$ cat src/source/bus_pkg.sv
// System bus types
package bus_pkg;

  // ==============================
  // data beat geometry
  // ==============================
  localparam int LANES  = 8;               // 16-bit lanes per beat
  localparam int LANE_W = 16;              // bits per lane
  localparam int DAT_W  = LANES * LANE_W;  // full 128-bit beat
  localparam int SEL_W  = 2 * LANES;       // byte selects, two per lane
  localparam int ADR_W  = 32;

  // ==============================
  // slave port request
  // ==============================
  // one request as sampled from the bus
  typedef struct packed {
    logic             cyc;  // bus cycle in progress
    logic             stb;  // strobe
    logic             we;   // write when set
    logic [SEL_W-1:0] sel;  // byte selects
    logic [ADR_W-1:0] adr;  // byte address
    logic [DAT_W-1:0] dat;  // write data
  } bus_req_t;

endpackage

$ cat src/source/xbus_pkg.sv
// Link word types
package xbus_pkg;

  // ==============================
  // link word format
  // ==============================
  localparam int OP_W  = 4;   // opcode field
  localparam int PAY_W = 20;  // payload field, 24-bit word in total

  // opcodes, data opcodes take the upper half so bit 3 marks data
  typedef enum logic [OP_W-1:0] {
    OP_NOP     = 4'd0,   // filler, no meaning
    OP_ADDR_LO = 4'd1,   // address bits 19..0
    OP_ADDR_HI = 4'd2,   // address bits 31..20 in payload 11..0
    OP_CTRL    = 4'd3,   // we, done and select mask
    OP_DATA0   = 4'd8,   // lane 0, bits 15..0
    OP_DATA1   = 4'd9,
    OP_DATA2   = 4'd10,
    OP_DATA3   = 4'd11,
    OP_DATA4   = 4'd12,
    OP_DATA5   = 4'd13,
    OP_DATA6   = 4'd14,
    OP_DATA7   = 4'd15   // lane 7, bits 127..112
  } xbus_op_e;

  typedef struct packed {
    xbus_op_e         op;
    logic [PAY_W-1:0] payload;
  } xbus_word_t;

  // ==============================
  // control word payload layout
  // ==============================
  localparam int CTRL_WE_BIT   = 19;  // request is a write
  localparam int CTRL_DONE_BIT = 18;  // completion marker
  localparam int CTRL_SEL_LSB  = 0;   // select mask position
  localparam int CTRL_SEL_W    = 16;  // select mask width

  localparam int ADDR_LO_W = 20;      // address bits carried by OP_ADDR_LO

  // idle word, also the reset value of the link
  localparam xbus_word_t XBUS_NOP = '{op: OP_NOP, payload: '0};

endpackage

$ cat src/source/xbus_frame_gen.sv
// Link frame timing generator
module xbus_frame_gen #(
  parameter int H_TOTAL  = 1056,  // clocks per line
  parameter int H_ACTIVE = 800,   // active clocks per line
  parameter int H_SYNC   = 128,   // hsync width after active region
  parameter int V_TOTAL  = 628,   // lines per frame
  parameter int V_ACTIVE = 600,   // active lines per frame
  parameter int V_SYNC   = 4      // vsync width in lines
) (
  input  logic clk_i,
  input  logic rst_i,
  output logic de_o,     // data enable
  output logic hsync_o,
  output logic vsync_o
);

  localparam int HW = $clog2(H_TOTAL);
  localparam int VW = $clog2(V_TOTAL);

  logic [HW-1:0] h_q;    // pixel within line
  logic [VW-1:0] v_q;    // line within frame
  logic          h_last;
  logic          v_last;
  logic          h_act;
  logic          v_act;
  logic          h_sync;
  logic          v_sync;

  // ==============================
  // region decode
  // ==============================
  assign h_last = (int'(h_q) == H_TOTAL - 1);
  assign v_last = (int'(v_q) == V_TOTAL - 1);
  assign h_act  = (int'(h_q) < H_ACTIVE);
  assign v_act  = (int'(v_q) < V_ACTIVE);
  // syncs start right where the active region ends
  assign h_sync = (int'(h_q) >= H_ACTIVE) && (int'(h_q) < H_ACTIVE + H_SYNC);
  assign v_sync = (int'(v_q) >= V_ACTIVE) && (int'(v_q) < V_ACTIVE + V_SYNC);

  // ==============================
  // counters
  // ==============================
  always_ff @(posedge clk_i)
  begin
    if (rst_i)
    begin
      h_q <= '0;
      v_q <= '0;
    end
    else if (h_last)
    begin
      h_q <= '0;                          // wrap line
      v_q <= v_last ? '0 : v_q + 1'b1;    // next line, wrap frame
    end
    else
      h_q <= h_q + 1'b1;
  end

  // outputs one cycle behind the counters
  always_ff @(posedge clk_i)
  begin
    if (rst_i)
    begin
      de_o    <= 1'b0;
      hsync_o <= 1'b0;
      vsync_o <= 1'b0;
    end
    else
    begin
      de_o    <= h_act && v_act;  // both counters active
      hsync_o <= h_sync;
      vsync_o <= v_sync;
    end
  end

endmodule

$ cat src/source/xbus_tx.sv
// Link transmit sequencer
module xbus_tx (
  input  logic                 clk_i,
  input  logic                 rst_i,
  input  bus_pkg::bus_req_t    req_i,       // registered bus request
  input  logic                 sel_hit_i,   // request is in the bridge window
  input  logic                 de_i,        // link word slot
  output xbus_pkg::xbus_word_t xbd_o,
  output logic                 wr_ack_o,
  output logic                 rd_start_o   // read completion sent
);

  typedef enum logic [2:0] {IDLE, ADDR_HI, CTRL, DATA, DONE, HOLD} tx_state_e;

  tx_state_e            state_q;
  logic [2:0]           lane_q;      // lane to send in DATA
  logic [3:0]           srch_from;   // first lane to search, 8 means none left
  logic                 srch_hit;
  logic [2:0]           srch_lane;
  xbus_pkg::xbus_word_t ctrl_word;
  xbus_pkg::xbus_word_t done_word;

  // ==============================
  // lane search
  // ==============================
  // lowest lane at or above srch_from with any byte select set
  always_comb
  begin
    srch_from = (state_q == DATA) ? {1'b0, lane_q} + 4'd1 : 4'd0;
    srch_hit  = 1'b0;
    srch_lane = '0;
    for (int k = bus_pkg::LANES - 1; k >= 0; k--)
    begin
      if ((k >= int'(srch_from)) && (req_i.sel[2*k +: 2] != 2'b00))
      begin
        srch_hit  = 1'b1;
        srch_lane = 3'(k);  // descending loop leaves the lowest hit
      end
    end
  end

  // control and completion words differ only in the done bit
  always_comb
  begin
    ctrl_word    = xbus_pkg::XBUS_NOP;
    ctrl_word.op = xbus_pkg::OP_CTRL;
    ctrl_word.payload[xbus_pkg::CTRL_WE_BIT] = req_i.we;
    ctrl_word.payload[xbus_pkg::CTRL_SEL_LSB +: xbus_pkg::CTRL_SEL_W] = req_i.sel;
    done_word = ctrl_word;
    done_word.payload[xbus_pkg::CTRL_DONE_BIT] = 1'b1;
  end

  // ==============================
  // sequencer
  // ==============================
  always_ff @(posedge clk_i)
  begin
    if (rst_i)
    begin
      state_q    <= IDLE;
      lane_q     <= '0;
      xbd_o      <= xbus_pkg::XBUS_NOP;
      wr_ack_o   <= 1'b0;
      rd_start_o <= 1'b0;
    end
    else
    begin
      rd_start_o <= 1'b0;  // one cycle only
      case (state_q)
        IDLE:
          if (de_i)
          begin
            xbd_o <= xbus_pkg::XBUS_NOP;
            if (sel_hit_i)
            begin
              xbd_o.op      <= xbus_pkg::OP_ADDR_LO;
              xbd_o.payload <= req_i.adr[xbus_pkg::ADDR_LO_W-1:0];
              state_q       <= ADDR_HI;
            end
          end
        ADDR_HI:
          if (de_i)
          begin
            xbd_o.op      <= xbus_pkg::OP_ADDR_HI;
            xbd_o.payload <= {8'h00, req_i.adr[31:20]};  // top 12 address bits
            state_q       <= CTRL;
          end
        CTRL:
          if (de_i)
          begin
            xbd_o  <= ctrl_word;
            lane_q <= srch_lane;
            // reads and empty writes go straight to completion
            state_q <= (req_i.we && srch_hit) ? DATA : DONE;
          end
        DATA:
          if (de_i)
          begin
            xbd_o.op      <= xbus_pkg::xbus_op_e'({1'b1, lane_q});  // OP_DATA0 + lane
            xbd_o.payload <= {4'h0, req_i.dat[bus_pkg::LANE_W*lane_q +: bus_pkg::LANE_W]};
            lane_q        <= srch_lane;
            if (!srch_hit)
              state_q <= DONE;  // last selected lane sent
          end
        DONE:
          if (de_i)
          begin
            xbd_o      <= done_word;
            wr_ack_o   <= req_i.we;   // write ends here
            rd_start_o <= !req_i.we;  // read hands over to the receiver
            state_q    <= HOLD;
          end
        HOLD:
        begin
          if (de_i)
            xbd_o <= xbus_pkg::XBUS_NOP;
          // leaving sends no word, so no de slot is needed
          if (!req_i.cyc)
          begin
            wr_ack_o <= 1'b0;
            state_q  <= IDLE;
          end
        end
        default: state_q <= IDLE;
      endcase
    end
  end

endmodule

$ cat src/source/xbus_rx.sv
// Link receive collector
module xbus_rx #(
  parameter int RD_TIMEOUT = 256  // cycles allowed for a read completion
) (
  input  logic                      clk_i,
  input  logic                      rst_i,
  input  logic                      rd_start_i,  // arm for one read
  input  logic                      cyc_i,
  input  xbus_pkg::xbus_word_t      xbd_i,       // words from the far end
  output logic [bus_pkg::DAT_W-1:0] dat_o,
  output logic                      rd_ack_o,
  output logic                      berr_o
);

  localparam int TW = $clog2(RD_TIMEOUT + 1);

  typedef enum logic [1:0] {IDLE, COLLECT, HOLD} rx_state_e;

  rx_state_e     state_q;
  logic [TW-1:0] tmo_q;     // cycles spent collecting
  logic          tmo_hit;
  logic          is_data;
  logic          is_done;
  logic [2:0]    rx_lane;

  // ==============================
  // word decode
  // ==============================
  assign is_data = (xbd_i.op >= xbus_pkg::OP_DATA0);  // upper opcode half
  assign is_done = (xbd_i.op == xbus_pkg::OP_CTRL) && xbd_i.payload[xbus_pkg::CTRL_DONE_BIT];
  assign rx_lane = xbd_i.op[2:0];                     // lane from data opcode
  assign tmo_hit = (int'(tmo_q) == RD_TIMEOUT - 1);

  always_ff @(posedge clk_i)
  begin
    if (rst_i)
    begin
      state_q  <= IDLE;
      tmo_q    <= '0;
      dat_o    <= '0;
      rd_ack_o <= 1'b0;
      berr_o   <= 1'b0;
    end
    else
    begin
      case (state_q)
        IDLE:
          if (rd_start_i)
          begin
            dat_o   <= '0;  // unselected lanes read back as zero
            tmo_q   <= '0;
            state_q <= COLLECT;
          end
        COLLECT:
        begin
          tmo_q <= tmo_q + 1'b1;
          if (is_data)
            dat_o[bus_pkg::LANE_W*rx_lane +: bus_pkg::LANE_W] <=
              xbd_i.payload[bus_pkg::LANE_W-1:0];
          // completion wins over a timeout in the same cycle
          if (is_done)
          begin
            rd_ack_o <= 1'b1;
            state_q  <= HOLD;
          end
          else if (tmo_hit)
          begin
            berr_o  <= 1'b1;  // far end never completed
            state_q <= HOLD;
          end
        end
        HOLD:
          if (!cyc_i)  // master has ended the cycle
          begin
            rd_ack_o <= 1'b0;
            berr_o   <= 1'b0;
            state_q  <= IDLE;
          end
        default: state_q <= IDLE;
      endcase
    end
  end

endmodule

$ cat src/source/xbus_bridge.sv
// System bus to link bridge
module xbus_bridge #(
  parameter logic [7:0] BRIDGE_BASE = 8'hFB,  // address bits 31..24 of the window
  parameter int H_TOTAL    = 1056,
  parameter int H_ACTIVE   = 800,
  parameter int H_SYNC     = 128,
  parameter int V_TOTAL    = 628,
  parameter int V_ACTIVE   = 600,
  parameter int V_SYNC     = 4,
  parameter int RD_TIMEOUT = 256
) (
  input  logic                      clk_i,
  input  logic                      rst_i,
  input  logic                      cyc_i,
  input  logic                      stb_i,
  input  logic                      we_i,
  input  logic [bus_pkg::SEL_W-1:0] sel_i,
  input  logic [bus_pkg::ADR_W-1:0] adr_i,
  input  logic [bus_pkg::DAT_W-1:0] dat_i,
  output logic [bus_pkg::DAT_W-1:0] dat_o,
  output logic                      ack_o,
  output logic                      berr_o,
  output xbus_pkg::xbus_word_t      xbd_o,
  input  xbus_pkg::xbus_word_t      xbd_i,
  output logic                      xb_de_o,
  output logic                      xb_hsync_o,
  output logic                      xb_vsync_o
);

  bus_pkg::bus_req_t req_d;
  bus_pkg::bus_req_t req_q;     // request, one cycle behind the bus
  logic              sel_hit;   // registered request hits the window
  logic              de;
  logic              hsync;
  logic              vsync;
  logic              wr_ack;
  logic              rd_ack;
  logic              rd_start;

  // ==============================
  // request register and decode
  // ==============================
  assign req_d = '{cyc: cyc_i, stb: stb_i, we: we_i, sel: sel_i, adr: adr_i, dat: dat_i};

  always_ff @(posedge clk_i)
  begin
    req_q <= req_d;
    if (rst_i)
    begin
      req_q.cyc <= 1'b0;  // no cycle out of reset
      req_q.stb <= 1'b0;
    end
  end

  assign sel_hit = req_q.cyc && req_q.stb && (req_q.adr[bus_pkg::ADR_W-1 -: 8] == BRIDGE_BASE);

  // de is delayed so xb_de_o lines up with the word tx loads on de
  always_ff @(posedge clk_i)
  begin
    if (rst_i)
    begin
      xb_de_o    <= 1'b0;
      xb_hsync_o <= 1'b0;
      xb_vsync_o <= 1'b0;
    end
    else
    begin
      xb_de_o    <= de;
      xb_hsync_o <= hsync;
      xb_vsync_o <= vsync;
    end
  end

  assign ack_o = wr_ack | rd_ack;  // writes end in tx, reads in rx

  // ==============================
  // blocks
  // ==============================
  xbus_frame_gen #(
    .H_TOTAL (H_TOTAL),
    .H_ACTIVE(H_ACTIVE),
    .H_SYNC  (H_SYNC),
    .V_TOTAL (V_TOTAL),
    .V_ACTIVE(V_ACTIVE),
    .V_SYNC  (V_SYNC)
  ) i_xbus_frame_gen (
    .clk_i  (clk_i),
    .rst_i  (rst_i),
    .de_o   (de),
    .hsync_o(hsync),
    .vsync_o(vsync)
  );

  xbus_tx i_xbus_tx (
    .clk_i     (clk_i),
    .rst_i     (rst_i),
    .req_i     (req_q),
    .sel_hit_i (sel_hit),
    .de_i      (de),
    .xbd_o     (xbd_o),
    .wr_ack_o  (wr_ack),
    .rd_start_o(rd_start)
  );

  xbus_rx #(
    .RD_TIMEOUT(RD_TIMEOUT)
  ) i_xbus_rx (
    .clk_i     (clk_i),
    .rst_i     (rst_i),
    .rd_start_i(rd_start),
    .cyc_i     (cyc_i),   // raw cyc so ack and berr drop on the next edge
    .xbd_i     (xbd_i),
    .dat_o     (dat_o),
    .rd_ack_o  (rd_ack),
    .berr_o    (berr_o)
  );

endmodule

$ cat config.mk
export PLATFORM = sky130hd
export DESIGN_NAME = xbus_bridge
export DESIGN_NICKNAME = d
export VERILOG_FILES = /design/src/source/bus_pkg.sv /design/src/source/xbus_pkg.sv /design/src/source/xbus_frame_gen.sv /design/src/source/xbus_tx.sv /design/src/source/xbus_rx.sv /design/src/source/xbus_bridge.sv
export SDC_FILE = /design/constraint.sdc
export NUM_CORES = 1
export LEC_CHECK = 0
export ABC_AREA = 1
export BUFFER_PORTS_ARGS = -buffer_cell sky130_fd_sc_hd__buf_2
export CAP_MARGIN = 20
export CORE_UTILIZATION = 52
export CTS_BUF_LIST = sky130_fd_sc_hd__clkbuf_16
export CTS_CLUSTER_SIZE = 12
export DETAILED_ROUTE_END_ITERATION = 6
export GPL_ROUTABILITY_DRIVEN = 1
export PLACE_DENSITY_LB_ADDON = 0.15
export SLEW_MARGIN = 25
export SYNTH_ARGS = -nofsm -noshare
export SYNTH_HDL_FRONTEND = slang
export SYNTH_HIERARCHICAL = 1
export SYNTH_SLANG_ARGS = --single-unit
$ cat constraint.sdc
create_clock -name clk_i -period 2.4 [get_ports clk_i]
set_input_delay 0.12 -clock clk_i [delete_from_list [all_inputs] [get_ports clk_i]]
set_output_delay 0.12 -clock clk_i [all_outputs]
set_load 0.05 [all_outputs]
; Yosys cells after proc, flatten, opt, wreduce, memory -nomap -nowiden
; Cells that the tools add are included.
[classes]
add_sub_neg = 5
multipliers = 0
n_div = 0
order_cmp = 15
n_eq_ne = 28
shift = 3
mux = 56
bitwise_logic = 3
reduce_logical = 42
[op_table]
columns = cell, count
row1 = $mux W128, 2
row2 = $pmux W128 S2, 1
row3 = $mux W24, 6
row4 = $pmux W24 S6, 1
row5 = $bwmux W128, 1
row6 = $shift A16 B34 Y128 const A, 1
row7 = $shiftx A128 B8 Y16, 1
row8 = $shiftx A16 B34 Y128, 1
row9 = $mux W3, 17
row10 = $neg A7 Y34, 1
row11 = $lt A11 B10 Y1 const B, 2
row12 = $ne A2 B2 Y1 const B, 11
row13 = $reduce_bool A2 Y1, 11
row14 = $mux W21, 1
row15 = $lt A10 B10 Y1 const B, 2
row16 = $pmux W3 S6, 1
row17 = $pmux W9 S2, 1
row18 = $ge A3 B4 Y1 const A, 4
row19 = $logic_and A1 B1 Y1, 15
row20 = $mux W1, 14
row21 = $reduce_and A3 Y1, 4
row22 = $add A11 B1 Y11 const B, 1
row23 = $eq A11 B11 Y1 const B, 1
row24 = $ge A11 B10 Y1 const B, 1
row25 = 36 further kinds, 51
[word_totals]
regBits = 379
latch_bits = 0
ramBits = 0
mem_bits_ro = 0
input_bits = 205
output_inout_bits = 157
wordCells = 177
mem_count = 0

; Logic depth before layout (Yosys ltp)
; Gate-level depths: netlist of the first run.
[logic_depth]
ltp_word = 16
depth_mapped = 16
ltp_nobuf = 16

; Cells and area by module
; Netlist of the first run, hierarchy kept.
[modules_own_cells]
columns = mod, instances, cells_each, area_per_inst_um2, seq_area_each_um2
row1 = xbus_rx, 1, 810, 5886.9, 2822.7
row2 = xbus_bridge, 1, 201, 3722.3, 3643.5
row3 = xbus_tx, 1, 483, 2835.2, 640.6
row4 = xbus_frame_gen, 1, 208, 1365.1, 480.5

; Least setup slack after synthesis of the first run
; Ideal clock, no wire load.
[synth_timing]
path_kind = input to register
start = input xbd_i[20] in the netlist's numbering
end = register i_xbus_rx/dat_o[10] in the netlist's numbering
setup_time_ns = 0.132
arrival_time_ns = 1.807
required_ns = 2.268
path_slack_ns = 0.460
stages = 11
path_buffers = 2
path_cell_list = buf_4 > inv_1 > ha_1 > ha_1 > inv_1 > nand3_1 > nor2_2 > nand2_2 > buf_2 > nand3_1 > a21oi_1
[synth_between]
elab_chain_len = 5
word_cells_on_any_way = 9
classes_between = add/sub: 1 / order compare: 1 / eq/ne: 1 / shift: 2 / mux: 3 / reduce/logical: 1
[synth_lines]
columns = element, line_no
row1 = from (decl), xbus_bridge.sv:24  ; input xbus_pkg::xbus_word_t xbd_i,
row2 = $neg A7 Y34, xbus_rx.sv:59  ; xbd_i.payload[bus_pkg::LANE_W-1:0];
row3 = $shiftx A16 B34 Y128 or $shift A16 B34 Y128 (tied branches), xbus_rx.sv:58  ; dat_o[bus_pkg::LANE_W*rx_lane +: bus_pkg::LANE_W] <=
row4 = $bwmux W128, xbus_rx.sv:58
row5 = $mux W128, xbus_rx.sv:57  ; if (is_data)
row6 = $pmux W128 S2, xbus_rx.sv:46  ; case (state_q)
row7 = "to (signal, indexed assignment)", xbus_rx.sv:58
row8 = to (decl), xbus_rx.sv:10  ; output logic [bus_pkg::DAT_W-1:0] dat_o,
; Several ways; a longest one is shown, not always the timed one. The select of a mux whose other input is x is not followed.
; A chain may end at the register's enable or synchronous reset.

; Final worst setup path of the first run
[layout_timing]
start = register i_xbus_tx.lane_q[1]
end = register, netlist name i_xbus_tx/xbd_o[6]
[layout_between]
elab_chain_len = 3
[layout_lines]
columns = element, line_no
row1 = from (decl), xbus_tx.sv:16  ; logic [2:0] lane_q;
row2 = from (signal assigned), xbus_tx.sv:92  ; lane_q <= srch_lane;
row3 = from (signal assigned), xbus_tx.sv:101  ; lane_q <= srch_lane;
row4 = $shiftx A128 B8 Y16, xbus_tx.sv:100  ; xbd_o.payload <= {4'h0, req_i.dat[bus_pkg::LANE_W*lane_q +: bus_pkg::LANE_W]};
row5 = $mux W24, xbus_tx.sv:97  ; if (de_i)
row6 = $pmux W24 S6, xbus_tx.sv:69  ; case (state_q)
; No other way between the ends. The select of a mux whose other input is x is not followed.

==> results.md, run 1 <==
- Leading area contributor after synthesis: dfxtp_1
- Commonest cells after routing, fill and taps aside: dfxtp_1, nand2_1, buf_2, dlygate4sd3_1, nor2_1
- Die area: 27200 um^2
- Post-synth EDFFs: 0
- Core Area: 26100 um^2
- Post_cts resized: 0
- Power per cell area: 680 nW/um^2
- Most common cell after layout, fill and taps aside: dfxtp_1
- Die W: 165 um
- First-pass GRT wire length: 72.2 mm
- Nets: 2458
- Hold Crit Class: in -> reg
- CTS Buf Count: 39
- Max clock buf depth: 3
- Area contributors post-synth: dfxtp_1, nand2_1, a21oi_1, nor2_1, nand3_1
- Post-synth top area share: 54.9%
- Initial DRC Count: 1526
- Fin crit period: 2.19 ns
- Required time of the critical path: 2.83 ns
- Max H-tree Level: 2
- CTS tree: done
- VDD IR-drop max: 0.698 mV
- Leak: 8.26 nW
- Max Slew Vio Count: 0
- Area Overhead vs Synth: 37.3%
- Worst Setup End Kind: register
- CTS clk-pin slew, worst paths: 0.06 ns
- Max_cap viols: 0
- FF-to-FF End: i_xbus_tx/xbd_o[6]$_SDFFE_PP0P_
- Status: finished with violations
- GRT Total Usage: 34.1%
- Sw power: 3.04 mW
- Final period utilization: 91.1%
- Crit path DAT: 2.61 ns
- Drc violations: 6
- Least-Margin Pin Slew: 0.695 ns
- Hold depth: 4
- PortBufs: 358
- Int Power: 9.85 mW
- Setup Skew: 0.0223 ns
- Row count: 59
- Post-synthesis instance total: 1702
- Worst R2R Setup Slack: 0.21 ns
- Yosys reg bits: 379
- Hold path start: xbd_i[18]
- Layout cell share with drive strength beyond 1: 22.0%
- WS Path Type: reg -> reg
- Logic pwr share: 7.0%
- Placed instance area: 15900 um^2
- Initial antenna violation count: 1
- Post-Route WL: 47.8 mm
- Post-layout util: 72.8%
- Endpoint, Worst Hold: i_xbus_rx/berr_o$_SDFFE_PP0P_
- I/O pin cnt: 362
- Clk pwr share: 42.0%
- R2R Path Start: i_xbus_tx/lane_q[1]$_SDFFE_PP0P_
- Sw frac: 23.6%
- Routability Congestion: 0.892
- Vias in the first global route: 13915
- Final hold viol count: 0
- Flop pwr share: 51.0%
- Cell Area, Synth: 13800 um^2
- Clk Latency, worst-skew pair: 0.54 ns
- Hold slack: 0.0780 ns
- Routed Antenna Nets: 0
- Root Buffer: clkbuf_16
- Crit path launch type: register
- Cells on worst reg2reg path: 7
- Rel. slew slack: 53.7%
- Largest net degree at the start of global routing: 67
- 1st-pass router iterations: 7
- Yosys Warn Count: 6
- Total grt overflow: 0
- Synth Net Count: 1918
- Setup Buffers After CTS: 0
- Fmax: 457 MHz
- Sequential element share of the synthesized area: 54.9%
- Mean routed wirelength per cell: 18.4 um
- Post-cts hold buffer count: 197
- HPWL reported at the end of detailed placement: 28.5 mm
- Total negative setup slack: 0 ns
- Starting Density: 53.0%
- Vias per Instance: 5.55
- Vias: 14409
- RSZ-0062 raised after global routing: false
- Crit-path max FO: 27
- Failing checks: design-rule violations
- Synth Flop Type: dfxtp_1
- Final setup violation count: 0
- Avg Cell Area, Syn: 8.11 um^2
- Async SR Flop Fraction: 0%
- Yosys cell types: 43
- Die Ht: 165 um
- Tot Pwr: 12.9 mW
- Post-route cell area: 19000 um^2
- Clock sinks: 379
-- kinds of logic after synthesis --
logic type | share of synthesized area [%]
XOR/XNOR | 0.127
flip-flops | 54.9
AO/OA/AOI/OAI | 13.7
buffers and inverters | 5.76
adder cells (fa/ha/maj) | 0.997
AND/OR/NAND/NOR | 24.4
-- per-stage QoR --
step	std cells	setup slack, ns
finish	2597	0.213
global route	2596	0.183
CTS	2595	0.0678
detailed placement	2339	0.141
global placement	2339	0.168
floorplan	1702	0.460
-- worst max-delay path by stage --
stage | endpoint | depth (start not counted) | start | slack (ns)
2_1_floorplan | i_xbus_rx/dat_o[10]$_SDFFE_PP0P_ | 11 | xbd_i[20] | 0.46
3_5_place_dp | i_xbus_tx/xbd_o[0]$_SDFFE_PP0P_ | 8 | i_xbus_tx/state_q[2]$_SDFFE_PP0P_ | 0.14
5_1_grt | i_xbus_tx/xbd_o[6]$_SDFFE_PP0P_ | 6 | i_xbus_tx/lane_q[0]$_SDFFE_PP0P_ | 0.18
4_1_cts | i_xbus_tx/xbd_o[0]$_SDFFE_PP0P_ | 8 | i_xbus_tx/state_q[2]$_SDFFE_PP0P_ | 0.07
6_report | i_xbus_tx/xbd_o[6]$_SDFFE_PP0P_ | 7 | i_xbus_tx/lane_q[1]$_SDFFE_PP0P_ | 0.21
3_3_place_gp | i_xbus_tx/xbd_o[0]$_SDFFE_PP0P_ | 8 | i_xbus_tx/state_q[2]$_SDFFE_PP0P_ | 0.17
-- synth_stat cells (11+ instances only) --
cell and instances:
buf_2 30, nor3_1 25, nand2_2 14, nand4_1 26
a21oi_1 174, nand2_1 359, a41oi_1 11, nor2_1 176
o22ai_1 32, inv_1 99, dfxtp_1 379, ha_1 11
nand3_1 129, clkbuf_1 47, o21ai_0 103, nor2_2 12
-- flip-flops by register name (all words and copies together) (netlist names), 2 cells and up --
name	cells
i_xbus_rx/state_q	2
i_xbus_frame_gen/h_q	11
i_xbus_frame_gen/v_q	10
i_xbus_tx/state_q	3
i_xbus_rx/tmo_q	9
req_q	179
i_xbus_tx/lane_q	3
i_xbus_tx/xbd_o	24
i_xbus_rx/dat_o	128
-- critical path, cell delays in order, from the launching register on --
cell and delay [ns]:
dfxtp_1 0.32, buf_4 0.23, inv_1 0.17, buf_4 0.33, o21ai_0 0.25, o22ai_1 0.29, nand2_1 0.15, a41oi_1 0.31
-- power groups by stage --
stage	Clock (mW)	Combinational (mW)	Sequential (mW)
2_1_floorplan	0	0.236	6.73
3_3_place_gp	0	0.586	6.68
3_5_place_dp	0	0.594	6.68
4_1_cts	5.40	0.851	6.55
5_1_grt	5.70	0.959	6.57
6_report	5.41	0.906	6.57
-- layer usage --
metal	track usage, %	part of all wire [%]	wire length, um	vias up
li1	-	-	-	6706
met1	39.1	37	17900	6617
met2	57.2	47	22500	852
met3	7.31	8.6	4120	234
met4	22.8	6.8	3230	0
met5	0	0	0	-
-- cell type report --
type,instances,area (um^2)
Timing Repair Buffer,589,4020
Fill cell,1925,7100
Clock inverter,20,118
Tap cell,335,419
Inverter,105,394
Sequential cell,379,7590
Antenna cell,2,5.00
Multi-Input combinational cell,1128,5440
Clock buffer,39,976
Note: power is estimated with default switching activity, not from simulation.
==> inputs of run 2 (changes only) <==
Settings changed: CORE_ASPECT_RATIO from default to 0.8, CORE_UTILIZATION 52 to 47.
Clock period 2.4 ns to 2 ns, I/O delays scaled along.
==> run 2 against run 1 <==
- the flow now finishes without violations
- clock skew is 0.010 ns higher
- power is 23% higher
- hold slack worse by 0.037 ns
- setup slack worse by 0.14 ns
- utilization is 5.0 points lower
- clock power is 28% higher
- first-iteration DRC count is 27% lower
- fmax is 14% higher
- largest power group unchanged
- die area is 11% higher
- register-to-register slack worse by 0.14 ns
- wire length hardly changed
- largest cell class unchanged
- global-route usage is 3.4 points lower
==> results.md, run 2 (same netlist as run 1, synthesis figures left out) <==
- Root Buffer: clkbuf_16
- Fmax: 520 MHz
- 1st-pass router iterations: 5
- Max FFs per register: 179
- Most common cell after layout, fill and taps aside: dfxtp_1
- Cells on worst reg2reg path: 7
- Least-Margin Pin Slew: 0.664 ns
- Vias in the first global route: 13760
- Initial DRC Count: 1112
- Initial antenna violation count: 2
- Worst R2R Setup Slack: 0.08 ns
- Final period utilization: 96.2%
- Largest registers: req_q: 179 flops, i_xbus_rx/dat_o: 128 flops, i_xbus_tx/xbd_o: 24 flops
- Largest Register: req_q
- Clk Latency, worst-skew pair: 0.56 ns
- First-pass GRT wire length: 73.3 mm
- Starting Density: 48.4%
- HPWL reported at the end of detailed placement: 30.3 mm
- Drc violations: 0
- Setup Skew: 0.0323 ns
- CTS clk-pin slew, worst paths: 0.06 ns
- R2R Path Start: i_xbus_tx/lane_q[0]$_SDFFE_PP0P_
- Max H-tree Level: 2
- Critical Path End: i_xbus_tx/xbd_o[14]$_SDFFE_PP0P_
- Status: complete, no violations
- Clock sinks: 379
- Row count: 55
- PortBufs: 358
- GRT Total Usage: 30.7%
- Power per cell area: 819 nW/um^2
- Hold slack: 0.0406 ns
- Nets: 2482
- Die area: 30100 um^2
- WS Path Type: reg -> reg
- Routability Congestion: 0.904
- Max_cap viols: 0
- Post-Route WL: 47.8 mm
- Total grt overflow: 0
- I/O pin cnt: 362
- Post-layout util: 67.7%
- Required time of the critical path: 2.48 ns
- Final hold viol count: 0
- FF-to-FF End: i_xbus_tx/xbd_o[14]$_SDFFE_PP0P_
- Routed Antenna Nets: 0
- Vias per Instance: 5.37
- Mean routed wirelength per cell: 18.0 um
- Crit path DAT: 2.41 ns
- Worst Setup End Kind: register
- Core Area: 28600 um^2
- Max Slew Vio Count: 0
- CTS Buf Count: 39
- Area Overhead vs Synth: 40.1%
- Hold Crit Class: in -> reg
- Die W: 194 um
- Final setup violation count: 0
- Worst setup path start: i_xbus_tx/lane_q[0]$_SDFFE_PP0P_
- Crit path launch type: register
- Layout cell share with drive strength beyond 1: 23.4%
- Commonest cells after routing, fill and taps aside: dfxtp_1, nand2_1, buf_2, dlygate4sd3_1
- Crit-path max FO: 25
- VDD IR-drop max: 0.719 mV
- Max clock buf depth: 3
- Fin crit period: 1.92 ns
- Vias: 14262
- Largest net degree at the start of global routing: 59
- CTS tree: done
- Rel. slew slack: 55.7%
- Die Ht: 155 um
- Leak: 8.43 nW
run 2: cell types whose count changed in the layout (fill, tap and decap cells not counted), moves of 2 or more:
cell,previous run,this run
diode_2,2,4
dfxtp_1,378,373
nor2_2,12,14
inv_2,6,8
bufinv_16,0,3
buf_12,0,4
clkinv_1,11,4
dfxtp_4,0,4
buf_4,35,54
run 2: layer usage:
metal,share of wire [%],global-route usage [%],routed length (um),vias to the layer above
met5,0,0,0,-
met4,3.8,13.6,1830,0
met3,7.9,5.70,3790,136
met2,46,50.2,22100,695
met1,42,39.7,20100,6672
li1,-,-,-,6759
run 2: area by class of cell:
type                       count  area [um^2]
clock inverter                17          188
multi-input combinational   1128         5450
tap                          370          463
inverter                     105          394
antenna                        4         10.0
fill                        2231         9220
sequential                   379         7600
clock buffer                  39          976
timing repair buffer         613         4250
run 2: worst min path at each step:
stage | start | to | slack, ns | cells past startpoint
floorplan | dat_i[0] | req_q[0]$_DFF_P_ | 0.13 | 0
global placement | dat_i[7] | req_q[7]$_DFF_P_ | 0.20 | 1
detailed placement | dat_i[67] | req_q[67]$_DFF_P_ | 0.20 | 1
CTS | xbd_i[18] | i_xbus_rx/berr_o$_SDFFE_PP0P_ | 0.01 | 4
global route | xbd_i[18] | i_xbus_rx/berr_o$_SDFFE_PP0P_ | 0.05 | 4
finish | xbd_i[18] | i_xbus_rx/berr_o$_SDFFE_PP0P_ | 0.04 | 4
run 2: what timing repair did:
item                                    in CTS  in global routing
endpoints found under the setup margin       0                  6
setup buffers                                0                  5
gates resized for setup                      0                 16
hold buffers                               198                  0
endpoints found under the hold margin      237                  0
run 2: report_power, final:
part           switching, mW  internal (mW)  total (mW)
clock network           2.99           3.91        6.90
registers             0.0916           7.77        7.86
logic                  0.562          0.522        1.08
total                   3.64           12.2        15.8
run 2: critical path: stages, from the launching register on:
cell     delay (ns)
dfxtp_4        0.38
inv_2          0.21
buf_12         0.20
buf_4          0.29
o21ai_0        0.18
o22ai_1        0.29
nand2_1        0.11
a41oi_1        0.18
run 2: metrics by stage:
stage          power, mW  std cells  worst slack (ns)  TNS [ns]  area [um^2]
3_3_place_gp        8.73       2392             0.122         0        16100
4_1_cts             15.8       2646            0.0485         0        19300
3_5_place_dp        8.73       2392            0.0622         0        16100
2_1_floorplan       8.36       1702            0.0804         0        13800
6_report            15.8       2655            0.0757         0        19300
5_1_grt             16.3       2653          -0.00332  -0.00332        19300
==> inputs of run 3 (changes only) <==
Settings changed: CORE_MARGIN from default to 2, PLACE_DENSITY from default to 0.75, PLACE_DENSITY_LB_ADDON 0.15 to default.
==> run 3 against run 2 <==
- hold slack worse by 0.014 ns
- clock skew down 0.012 ns
- sequential power about the same
- first-iteration DRC count up 20%
- utilization down 1.8 points
- count of clock-buffer cells in the layout unchanged
- critical path depth up 1
- non-clock buffer count down 10
- sequential cell count unchanged
- fmax up 1.8%
- critical path type unchanged
- largest cell class unchanged
==> results.md, run 3 (same netlist as run 1, synthesis figures left out) <==
- Fmax: 529 MHz
- CP peak stage delay: 0.36 ns
- Initial antenna violation count: 1
- WS Path Type: reg -> reg
- Cell Count, Final, Fillers Out: 2649
- Vias: 14593
- R2R Path Start: i_xbus_tx/lane_q[1]$_SDFFE_PP0P_
- Largest delay share family, worst path: buffers and inverters
- Layout cell share with drive strength beyond 1: 22.9%
- RSZ-0062 raised after global routing: true
- Crit-path max FO: 36
- Total negative setup slack: 0 ns
- Filler cell count: 2226
- Least-Margin Pin Slew: 0.619 ns
- Commonest cells after routing, fill and taps aside: dfxtp_1, nand2_1, buf_2, dlygate4sd3_1, a21oi_1
- Hold depth: 4
- Hold path start: xbd_i[18]
- Slowest cell on crit path: dfxtp_2
- Nets: 2471
- Fin crit period: 1.89 ns
- I/O pin cnt: 362
- 1st-pass router iterations: 5
- Area Overhead vs Synth: 38.7%
- Starting Density: 47.5%
- Routability Congestion: 0.932
- Row count: 56
- Routed Antenna Nets: 0
- Worst R2R Setup Slack: 0.11 ns
- CTS Buf Count: 38
- Final period utilization: 94.5%
- VDD IR-drop max: 0.626 mV
- Multi-input gate area: 5460 um^2
- Drc violations: 0
- Die Ht: 157 um
- Die W: 196 um
- Vias per Instance: 5.51
- Cells on worst reg2reg path: 8
- First-pass GRT wire length: 74.9 mm
- Cells after DPL: 2394
- Rel. slew slack: 58.7%
- Max Slew Vio Count: 0
- Clock sinks: 379
- Core Area: 29100 um^2
- Crit path cell chain: buf_12 > inv_1 > buf_4 > buf_6 > o21ai_0 > o22ai_1 > nand2_1 > a41oi_1
- Hold Crit Class: in -> reg
- Largest Register: req_q
- CTS clk-pin slew, worst paths: 0.06 ns
- Max FFs per register: 179
- Max clock buf depth: 3
- Total grt overflow: 0
- Final hold viol count: 0
- Leak: 8.34 nW
- Crit path DAT: 2.34 ns
- Register area: 7600 um^2
- Die area: 30800 um^2
- Power per cell area: 803 nW/um^2
- Endpoint, Worst Hold: i_xbus_rx/berr_o$_SDFFE_PP0P_
- Post-route worst setup slack: 0.110 ns
- Largest net degree at the start of global routing: 54
- Required time of the critical path: 2.45 ns
- Max_cap viols: 0
- HPWL reported at the end of detailed placement: 30.6 mm
- Root Buffer: clkbuf_16
- Max H-tree Level: 2
- Status: complete, no violations
- Worst path buffer plus inverter count: 4
- GRT Total Usage: 30.9%
- Initial DRC Count: 1331
- Vias in the first global route: 14145
- Post-Route WL: 49.2 mm
- Setup Skew: 0.0206 ns
- Largest registers: req_q: 179 flops, i_xbus_rx/dat_o: 128 flops, i_xbus_tx/xbd_o: 24 flops
- Mean routed wirelength per cell: 18.6 um
- FF-to-FF End: i_xbus_tx/xbd_o[9]$_SDFFE_PP0P_
- Crit path launch type: register
- PortBufs: 358
- CTS tree: done
- DP Worst Slack: 0.0360 ns
- Worst Setup End Kind: register
- Final setup violation count: 0
- Most common cell after layout, fill and taps aside: dfxtp_1
- Clk Latency, worst-skew pair: 0.54 ns
==> run 3: worst max path at each step <==
stage,from,endpoint,slack [ns],cells past startpoint
2_1_floorplan,xbd_i[20],i_xbus_rx/dat_o[10]$_SDFFE_PP0P_,0.08,11
3_3_place_gp,xbd_i[20],i_xbus_rx/dat_o[22]$_SDFFE_PP0P_,0.11,12
3_5_place_dp,xbd_i[20],i_xbus_rx/dat_o[25]$_SDFFE_PP0P_,0.04,12
4_1_cts,i_xbus_tx/state_q[1]$_SDFFE_PP0P_,i_xbus_tx/state_q[2]$_SDFFE_PP0P_,0.06,14
5_1_grt,i_xbus_rx/tmo_q[1]$_SDFFE_PP0P_,i_xbus_rx/tmo_q[8]$_SDFFE_PP0P_,-0.04,10
6_report,i_xbus_tx/lane_q[1]$_SDFFE_PP0P_,i_xbus_tx/xbd_o[9]$_SDFFE_PP0P_,0.11,8
==> run 3: metal layers <==
| metal | track usage, % | vias up | wire, um |
|---|---|---|---|
| met5 | 0 | - | 0 |
| li1 | - | 6733 | - |
| met4 | 17.5 | 0 | 2870 |
| met3 | 6.88 | 204 | 4500 |
| met2 | 50.5 | 871 | 22400 |
| met1 | 38.0 | 6785 | 19400 |
==> run 3: stage by stage <==
| step | hold slack (ns) | instance area [um^2] | total power, mW | util, % |
|---|---|---|---|---|
| 2_1_floorplan | 0.128 | 13800 | 8.36 | - |
| 3_3_place_gp | 0.202 | 16100 | 8.73 | 55.2 |
| 3_5_place_dp | 0.204 | 16100 | 8.75 | 55.2 |
| 4_1_cts | 0.00748 | 19100 | 15.3 | 65.7 |
| 5_1_grt | 0.0394 | 19200 | 15.8 | 65.9 |
| 6_report | 0.0269 | 19200 | 15.4 | 65.9 |
==> run 3: worst reg2reg max path, delay by kind of cell (launching register included) <==
kind | cells | cell delay [ns]
AOI/OAI and AO/OA | 3 | 0.61
buffers and inverters | 4 | 0.74
DFF | 1 | 0.36
and+or+nand+nor | 1 | 0.11
==> run 3: where the power goes <==
group,leakage [nW],internal (mW),switching [mW]
Clock,0.558,3.49,2.90
Combinational,4.65,0.524,0.581
Sequential,3.13,7.77,0.105
==> run 3: area by class of cell <==
class	count	area share [%]
sequential	379	39.7
multi-input combinational	1128	28.5
timing repair buffer	603	21.8
clock buffer	39	5.09
tap	377	2.46
inverter	105	2.07
clock inverter	16	0.425
antenna	2	0.0261
==> run 3: timing repair <==
action / 4_1_cts / 5_1_grt
hold buffers: 198 / 0
endpoints found under the hold margin: 231 / 0
setup buffers: 0 / 0
setup endpoints to repair: 0 / 28
gates resized for setup: 0 / 17
